### config.mk
export PLATFORM = sky130hd
export DESIGN_NAME = realign_top
export DESIGN_NICKNAME = d
export VERILOG_FILES = /design/src/realign_pkg.sv /design/src/burst_align.sv /design/src/xfer_tracker.sv /design/src/word_packer.sv /design/src/realign_top.sv
export SDC_FILE = /design/constraint.sdc
export NUM_CORES = 1
export LEC_CHECK = 0
export ABC_AREA = 1
export BUFFER_PORTS_ARGS = -buffer_cell sky130_fd_sc_hd__buf_2
export CAP_MARGIN = 20
export CORE_ASPECT_RATIO = 1.5
export CORE_MARGIN = 1
export CORE_UTILIZATION = 63
export CTS_CLUSTER_SIZE = 10
export DETAILED_ROUTE_END_ITERATION = 16
export PLACE_DENSITY = 0.85
export SLEW_MARGIN = 20
export SYNTH_ARGS = -nofsm -noshare
export SYNTH_HDL_FRONTEND = slang
export SYNTH_HIERARCHICAL = 1
export SYNTH_SLANG_ARGS = --single-unit
### constraint.sdc
create_clock -name clk_i -period 5.68 [get_ports clk_i]
set_clock_uncertainty 0.05 [all_clocks]
set_input_delay 0.284 -clock clk_i [delete_from_list [all_inputs] [get_ports clk_i]]
set_output_delay 0.284 -clock clk_i [all_outputs]
set_load 0.05 [all_outputs]
### src/realign_pkg.sv
`default_nettype none

package realign_pkg;

   // Data path
   localparam int DATA_W = 32;
   localparam int BYTES  = DATA_W / 8;
   localparam int OFF_W  = $clog2(BYTES);  // Byte offset inside a word

   // Transfer geometry
   localparam int LEN_W = 12;  // Up to 4095 bytes
   localparam int CNT_W = LEN_W + 1 - OFF_W;  // Beat and word counters

endpackage

`default_nettype wire

### src/burst_align.sv
`default_nettype none

// Joins consecutive beats so that the output word starts at the byte
// given by offset_i. One extra word is flushed after the final beat.
module burst_align import realign_pkg::*; (
   input  wire              clk_i,
   input  wire              rst_i,
   input  wire [OFF_W-1:0]  offset_i,
   input  wire              start_i,
   input  wire              burst_last_i,
   input  wire              transfer_last_i,
   input  wire [DATA_W-1:0] data_in_i,
   input  wire              valid_in_i,
   output logic [DATA_W-1:0] data_out_o,
   output logic              valid_out_o,
   output logic              last_transfer_o,
   output logic              empty_o
);

   logic [DATA_W-1:0] stored_data;  // Previous beat
   logic              seen;         // First beat of transfer taken
   logic              flush;

   // Upper bytes of the stored beat, then the low bytes of the current one
   always_comb begin
      int src;

      data_out_o = '0;
      for (int b = 0; b < BYTES; b++) begin
         src = b + int'(offset_i);
         if (src < BYTES) begin
            data_out_o[8*b +: 8] = stored_data[8*src +: 8];
         end else begin
            data_out_o[8*b +: 8] = data_in_i[8*(src - BYTES) +: 8];
         end
      end
   end

   assign valid_out_o     = (seen && valid_in_i) || flush;
   assign last_transfer_o = flush;
   assign empty_o         = !valid_out_o;  // Nothing left to push out

   always_ff @(posedge clk_i or posedge rst_i) begin
      if (rst_i) begin
         seen  <= 1'b0;
         flush <= 1'b0;
      end else begin
         flush <= burst_last_i && transfer_last_i;  // Final beat of final burst
         if (valid_in_i) begin
            seen <= 1'b1;
         end else if (start_i) begin
            seen <= 1'b0;
         end
      end
   end

   always_ff @(posedge clk_i) begin
      if (valid_in_i) begin
         stored_data <= data_in_i;
      end
   end

endmodule

`default_nettype wire

### src/xfer_tracker.sv
`default_nettype none

// Transfer geometry and beat counting
module xfer_tracker import realign_pkg::*; (
   input  wire              clk_i,
   input  wire              rst_i,
   input  wire              start_i,
   input  wire [OFF_W-1:0]  addr_off_i,
   input  wire [LEN_W-1:0]  len_i,
   input  wire              valid_i,
   input  wire              burst_last_i,
   output logic             xfer_last_o,
   output logic [CNT_W-1:0] words_total_o,
   output logic [BYTES-1:0] tail_strb_o
);

   logic [LEN_W:0]     span;        // Offset plus length, rounded up
   logic [LEN_W:0]     word_span;   // Length, rounded up
   logic [BYTES-1:0]   tail_next;
   logic [CNT_W-1:0]   beats_total;
   logic [CNT_W-1:0]   burst_base;  // Beats of completed bursts
   logic [CNT_W-1:0]   burst_beats; // Beats in the open burst
   logic [CNT_W-1:0]   beat_cnt;
   logic               active;

   always_comb begin
      span      = {1'b0, len_i} + (LEN_W + 1)'(addr_off_i) + (LEN_W + 1)'(BYTES - 1);
      word_span = {1'b0, len_i} + (LEN_W + 1)'(BYTES - 1);

      // Low remainder bytes or all bytes for a whole last word
      for (int b = 0; b < BYTES; b++) begin
         tail_next[b] = (len_i[OFF_W-1:0] == '0) || (b < int'(len_i[OFF_W-1:0]));
      end
   end

   assign beat_cnt    = burst_base + burst_beats;
   assign xfer_last_o = active && valid_i && (beat_cnt == beats_total - 1'b1);

   always_ff @(posedge clk_i or posedge rst_i) begin
      if (rst_i) begin
         beats_total   <= '0;
         words_total_o <= '0;
         tail_strb_o   <= '0;
         burst_base    <= '0;
         burst_beats   <= '0;
         active        <= 1'b0;
      end else if (start_i) begin
         beats_total   <= span[LEN_W:OFF_W];
         words_total_o <= word_span[LEN_W:OFF_W];
         tail_strb_o   <= tail_next;
         burst_base    <= '0;
         burst_beats   <= '0;
         active        <= 1'b1;
      end else if (valid_i && active) begin
         if (burst_last_i) begin
            // A burst may close before the transfer total
            burst_base  <= beat_cnt + 1'b1;
            burst_beats <= '0;
         end else begin
            burst_beats <= burst_beats + 1'b1;
         end
         if (xfer_last_o) begin
            active <= 1'b0;
         end
      end
   end

endmodule

`default_nettype wire

### src/word_packer.sv
`default_nettype none

// Keeps only the transfer's words and marks the last one
module word_packer import realign_pkg::*; (
   input  wire              clk_i,
   input  wire              rst_i,
   input  wire              start_i,
   input  wire [DATA_W-1:0] aligned_data_i,
   input  wire              aligned_valid_i,
   input  wire [CNT_W-1:0]  words_total_i,
   input  wire [BYTES-1:0]  tail_strb_i,
   output logic [DATA_W-1:0] data_o,
   output logic              valid_o,
   output logic [BYTES-1:0]  strb_o,
   output logic              last_o,
   output logic              busy_o
);

   logic [CNT_W-1:0] word_cnt;  // Words emitted since start
   logic             take;
   logic             final_word;

   assign take       = aligned_valid_i && (word_cnt < words_total_i);  // Surplus dropped
   assign final_word = word_cnt == words_total_i - 1'b1;

   always_ff @(posedge clk_i or posedge rst_i) begin
      if (rst_i) begin
         word_cnt <= '0;
         valid_o  <= 1'b0;
         strb_o   <= '0;
         last_o   <= 1'b0;
      end else begin
         if (start_i) begin
            word_cnt <= '0;
         end else if (take) begin
            word_cnt <= word_cnt + 1'b1;
         end

         valid_o <= take;
         last_o  <= take && final_word;

         if (!take) begin
            strb_o <= '0;
         end else if (final_word) begin
            strb_o <= tail_strb_i;
         end else begin
            strb_o <= '1;
         end
      end
   end

   // Busy until the cycle after last
   always_ff @(posedge clk_i or posedge rst_i) begin
      if (rst_i) begin
         busy_o <= 1'b0;
      end else if (start_i) begin
         busy_o <= 1'b1;
      end else if (last_o) begin
         busy_o <= 1'b0;
      end
   end

   always_ff @(posedge clk_i) begin
      if (take) begin
         data_o <= aligned_data_i;
      end
   end

endmodule

`default_nettype wire

### src/realign_top.sv
`default_nettype none

module realign_top import realign_pkg::*; (
   input  wire              clk_i,
   input  wire              rst_i,
   input  wire              start_i,
   input  wire [OFF_W-1:0]  addr_off_i,
   input  wire [LEN_W-1:0]  len_i,
   input  wire [DATA_W-1:0] data_i,
   input  wire              valid_i,
   input  wire              burst_last_i,
   output logic [DATA_W-1:0] data_o,
   output logic              valid_o,
   output logic [BYTES-1:0]  strb_o,
   output logic              last_o,
   output logic              busy_o
);

   logic              xfer_last;
   logic [DATA_W-1:0] aligned_data;
   logic              aligned_valid;
   logic [CNT_W-1:0]  words_total;
   logic [BYTES-1:0]  tail_strb;

   xfer_tracker xfer_tracker_i (
      .clk_i         (clk_i),
      .rst_i         (rst_i),
      .start_i       (start_i),
      .addr_off_i    (addr_off_i),
      .len_i         (len_i),
      .valid_i       (valid_i),
      .burst_last_i  (burst_last_i),
      .xfer_last_o   (xfer_last),
      .words_total_o (words_total),
      .tail_strb_o   (tail_strb)
   );

   // Offset comes straight from the port, held for the transfer
   burst_align burst_align_i (
      .clk_i           (clk_i),
      .rst_i           (rst_i),
      .offset_i        (addr_off_i),
      .start_i         (start_i),
      .burst_last_i    (burst_last_i),
      .transfer_last_i (xfer_last),
      .data_in_i       (data_i),
      .valid_in_i      (valid_i),
      .data_out_o      (aligned_data),
      .valid_out_o     (aligned_valid),
      .last_transfer_o (),
      .empty_o         ()
   );

   word_packer word_packer_i (
      .clk_i           (clk_i),
      .rst_i           (rst_i),
      .start_i         (start_i),
      .aligned_data_i  (aligned_data),
      .aligned_valid_i (aligned_valid),
      .words_total_i   (words_total),
      .tail_strb_i     (tail_strb),
      .data_o          (data_o),
      .valid_o         (valid_o),
      .strb_o          (strb_o),
      .last_o          (last_o),
      .busy_o          (busy_o)
   );

endmodule

`default_nettype wire

-- Word level (Yosys, flattened, before mapping)
Cells that the tools add are included.
- bits in registers: 133
- bits in read-only memories: 0
- bits of input ports: 51
- bits in latches: 0
- memory bits (writable): 0
- memories: 0
- divide/modulo/power cells: 0
- reductions and logical operators: 19
- order comparisons: 8
- shift-type cells: 8
- bitwise operators: 0
- multiplexer cells: 21
- multiply operators: 0
- eq/ne operators: 2
- add/sub/neg operators: 16
- operators with widths (kind ; number):
    variable part select 32 x 32 -> 8 bit ; 7
    less-than comparator 32 x 4 -> 1 bit, second input constant ; 3
    two-way mux 11 bit ; 8
    subtractor 29 x 4 -> 29 bit, second input constant ; 3
    adder 11 x 1 -> 11 bit, second input constant ; 3
    two-way mux 8 bit ; 4
    variable part select 32 x 6 -> 8 bit ; 1
    == test 11 bit ; 2
    subtractor 11 x 1 -> 11 bit, second input constant ; 2
    adder 12 x 2 -> 13 bit ; 1
    adder 12 x 2 -> 13 bit, second input constant ; 1
    adder 13 x 2 -> 13 bit, second input constant ; 1
    nonzero test 2 bit ; 6
    adder 11 bit ; 1
    less-than comparator 11 bit ; 1
    two-way mux 4 bit ; 2
    two-way mux 1 bit ; 7
    adder 2 x 2 -> 3 bit, first input constant ; 2
    logical AND 1 bit ; 6
    logical OR 1 bit ; 4
    less-than comparator 1 x 2 -> 1 bit, first input constant ; 2
    AND reduction 2 bit ; 2
    subtractor 2 x 3 -> 4 bit, second input constant ; 1
    adder 1 x 2 -> 3 bit, first input constant ; 1
    other kinds (3) ; 3

-- Longest topological paths before layout
- word-level depth: 6
- mapped depth: 16
- mapped depth without buffers: 16

-- Cells and area by module
Netlist, hierarchy kept.
- modules (own cells, without submodules) (module ; sequential area each (µm²) ; area an instance (µm²) ; cells an instance ; instances):
    xfer_tracker ; 1226.2 ; 3739.8 ; 537 ; 1
    word_packer ; 1411.4 ; 2519.9 ; 265 ; 1
    burst_align ; 1011.0 ; 2272.2 ; 301 ; 1

-- Worst setup path before layout
OpenSTA, ideal clock, no wires.
- kind: register -> register
- start: reg xfer_tracker_i.words_total_o[6]
- end: reg word_packer_i.data_o[0], enable pin
- data arrival time: 1.882 ns
- slack: 3.203 ns
- stages on the path, launching flop included: 8
- data required time: 5.085 ns
- path through: dfrtp_1 > inv_1 > ha_1 > nand2_1 > o21ai_0 > a21oi_1 > nand2_1 > clkinv_1
- cells in the longest elaborated chain, start to end: 2
- ends and longest elaborated chain (what ; RTL line ; text):
    start, declared ; xfer_tracker.sv:13 ; output logic [CNT_W-1:0] words_total_o,
    start signal, assigned ; xfer_tracker.sv:49 ; words_total_o <= word_span[LEN_W:OFF_W];
    less-than comparator 11 bit ; word_packer.sv:23 ; assign take = aligned_valid_i && (word_cnt < words_total_i);
    logical AND 1 bit ; word_packer.sv:23 ;
    named net word_packer_i.take ; word_packer.sv:20 ; logic take;
    end signal, assigned ; word_packer.sv:65 ; data_o <= aligned_data_i;
    end, declared ; word_packer.sv:12 ; output logic [DATA_W-1:0] data_o,
The timed path passes the listed nets, and every way through them passes these cells.
A chain may end at the register's enable or synchronous reset.

-- Worst setup path after layout
- start: in addr_off_i[0]
- end: reg word_packer_i.data_o[31], data pin
- cells in the longest elaborated chain, start to end: 4
- ends and longest elaborated chain (what ; RTL line ; text):
    start, declared ; realign_top.sv:7 ; input wire [OFF_W-1:0] addr_off_i,
    adder 2 x 2 -> 3 bit * ; burst_align.sv:30 ; src = b + int'(offset_i);
    subtractor 29 x 4 -> 29 bit ; burst_align.sv:34 ; data_out_o[8*b +: 8] = data_in_i[8*(src - BYTES) +: 8];
    variable part select 32 x 32 -> 8 bit ; burst_align.sv:34 ;
    two-way mux 8 bit * ; burst_align.sv:31 ; if (src < BYTES) begin
    named net aligned_data[31] ; realign_top.sv:20 ; logic [DATA_W-1:0] aligned_data;
Mark *: on every way through the listed nets, which the timed path passes. The rest lies on a longest branch.

==> impl_metrics.tcl <==
set metrics [dict create \
    ant_nets 0 \
    cts_root_buf "clkbuf_16" \
    yosysTopAreaCellShare 0.225 \
    cts-buffers-inserted 17 \
    area_growth_pct 14.0 \
    clk_pin_slew_ns 0.07 \
    die_w_um 97.0 \
    hold_viol_final 0 \
    dieArea_um2 14000 \
    wirelength_mm 21.1 \
    coreArea_um2 13100 \
    synthCells 1103 \
    post_cts_resize_count 0 \
    io_pins 90 \
    slew_violations 0 \
    cp-end-kind "flop" \
    p_per_area_nw_per_um2 283 \
    critPathKind "input pin to flop" \
    die_h_um 145 \
    synth_seq_area_share 0.428 \
    cts_tree "done" \
    critPathTopFamily "buffers and inverters" \
    timing.slew.headroom 0.377 \
    avgSynthCellArea_um2 7.74 \
    drt_iter0_drc 505 \
    yosys.area.top_type "edfxtp_1" \
    min_period_ns 2.92 \
    rows 51 \
    synth_area_um2 8530 \
    hold_path_class "input pin to flop" \
    gr-usage-all-layers 0.308 \
    io_buffers 89 \
    drt_first_pass_iters 5 \
    async_reset_ff_frac 0.519 \
    setup_viol 0 \
    overflow 0 \
    layout_setup_ws_ns 2.76 \
    yosys_most_used_dff "dfrtp_1" \
    worst_path_max_delay_cell "ha_1" \
    worst_slew_pin_slew_ns 0.935 \
    critPathMaxStageDelay_ns 0.72 \
    grt_max_degree 60 \
    h-tree-depth 4 \
    yosys_warnings 6 \
    ys_ff_latch 133 \
    layout_commonest_cell "nand2_1" \
    worst-path-max-fanout 59 \
    synth.top_cells.by_area "edfxtp_1 (23%), dfrtp_1 (20%), nand2_1 (13%)" \
    rsz0062_at_grt "false" \
    place_congestion 0.892 \
    synth.distinct_cells 44 \
    route.detailed.drc 0 \
    path_cells "buf_2 -> inv_2 -> ha_1 -> inv_2 -> nand3_1 -> nand3_1 -> nand2_1" \
    clock-sinks 133 \
    start_util 0.652 \
    synth-edff-count 64 \
    start_kind "input pin" \
    cp_num_buf_inv 3 \
    vias_per_cell 5.74 \
    grt_pass1_vias 7520 \
    pre_cts_slack_ns 2.37 \
    grt_pass1_wl_mm 34.4 \
    worstPathArrival_ns 3.04 \
    maxCapViolCount 0 \
    layout.nets 1279 \
    peakVddDrop_mv 0.181 \
    vias 7846 \
    hpwlAfterDp_mm 14.8 \
    antenna_found_initial 0 \
    status "completed" \
    drive_above_1_share 0.161 \
    worstPathRequired_ns 5.80 \
    clock_latency_ns 0.43 \
    leakage_nw 4.67 \
    final.period_utilization 0.514 \
    tns_ns 0 \
    layout_common_cells "nand2_1 (288), nand3_1 (134), inv_1 (126), nor2_1 (91), buf_2 (89)" \
    clockBufferDepth 2 \
    wire_per_inst_um 15.5 \
    syn_nets 1188 \
    fmax_mhz 343 \
]
[layer usage]
| layer | wire length, um | share of wire | GRT usage |
|---|---|---|---|
| met5 | 0 | 0 | 0 |
| met3 | 1220 | 0.058 | 0.0430 |
| met4 | 636 | 0.030 | 0.145 |
| met2 | 11100 | 0.53 | 0.564 |
| met1 | 8150 | 0.39 | 0.355 |
[registers in the layout, summed over array words and instances, names as in the netlist, 11 cells and up]
signal,flops
word_packer_i/data_o,32
xfer_tracker_i/burst_base,11
xfer_tracker_i/words_total_o,11
burst_align_i/stored_data,32
word_packer_i/word_cnt,11
xfer_tracker_i/burst_beats,11
xfer_tracker_i/beats_total,11
[what timing repair did]
| action | CTS | global route |
|---|---|---|
| setup buffers | 0 | 0 |
| hold buffers | 12 | 1 |
| hold endpoints to repair | 31 | 1 |
[worst paths after layout]
kind                                                        startpoint                                          end  slack, ns  cells after the start
setup reg to reg           xfer_tracker_i/words_total_o[8]$_DFFE_PP0P_           word_packer_i/data_o[15]$_DFFE_PP_       3.02                      9
max in group asynchronous                                        rst_i  xfer_tracker_i/words_total_o[3]$_DFFE_PP0P_       4.53                      3
hold / removal                                              data_i[30]      burst_align_i/stored_data[30]$_DFFE_PP_      0.005                      1
setup / recovery                                         addr_off_i[0]           word_packer_i/data_o[31]$_DFFE_PP_       2.76                      7
hold reg to reg              xfer_tracker_i/tail_strb_o[0]$_DFFE_PP0P_    xfer_tracker_i/tail_strb_o[0]$_DFFE_PP0P_       0.42                      1
min in group asynchronous                                        rst_i               burst_align_i/seen$_DFFE_PP0P_       0.25                      3
[area by class of cell]
| cell class | instances | area [um2] |
|---|---|---|
| fill | 951 | 3350 |
| antenna | 1 | 2.50 |
| timing repair buffer | 103 | 583 |
| inverter | 138 | 522 |
| sequential | 133 | 3650 |
| multi-input combinational | 801 | 4170 |
| clock inverter | 15 | 179 |
| tap | 159 | 199 |
| clock buffer | 17 | 425 |
[synthesized netlist by cell type (8+ instances only)]
| library cell | n |
|---|---|
| o21ai_1 | 31 |
| nand2_2 | 21 |
| nand3_1 | 134 |
| xor2_1 | 18 |
| nor3_1 | 13 |
| nor2_2 | 10 |
| inv_2 | 9 |
| edfxtp_1 | 64 |
| nand4_1 | 14 |
| nor2_1 | 91 |
| ha_1 | 32 |
| nand3_2 | 8 |
| buf_2 | 12 |
| a21oi_1 | 25 |
| nand2_1 | 288 |
| o211ai_1 | 8 |
| inv_1 | 127 |
| dfrtp_1 | 69 |
| o21ai_0 | 61 |
[kinds of logic after synthesis]
kind of cell             share of synthesized area
adder cells (fa/ha/maj)                     0.0516
buffers and inverters                       0.0836
AO/OA/AOI/OAI                               0.0887
AND/OR/NAND/NOR                              0.326
XOR/XNOR                                    0.0226
flip-flops                                   0.428
[report_power, final]
part	internal, mW	switching [mW]
sequential	1.09	0.0511
combinational	0.148	0.348
clock	0.632	0.489
total	1.87	0.888
[per-stage QoR]
step,instance area (um2),utilization,hold WS (ns),power [mW],instances
after floorplan,8530,-,-0.0248,1.51,1103
after global placement,8990,0.687,0.128,1.62,1321
after detailed placement,8990,0.687,0.127,1.64,1321
after CTS,9720,0.743,0.0000759,2.76,1365
after global routing,9730,0.744,0.000302,2.86,1366
final,9730,0.744,0.00529,2.76,1367
Power figures use the tool's default switching activity.
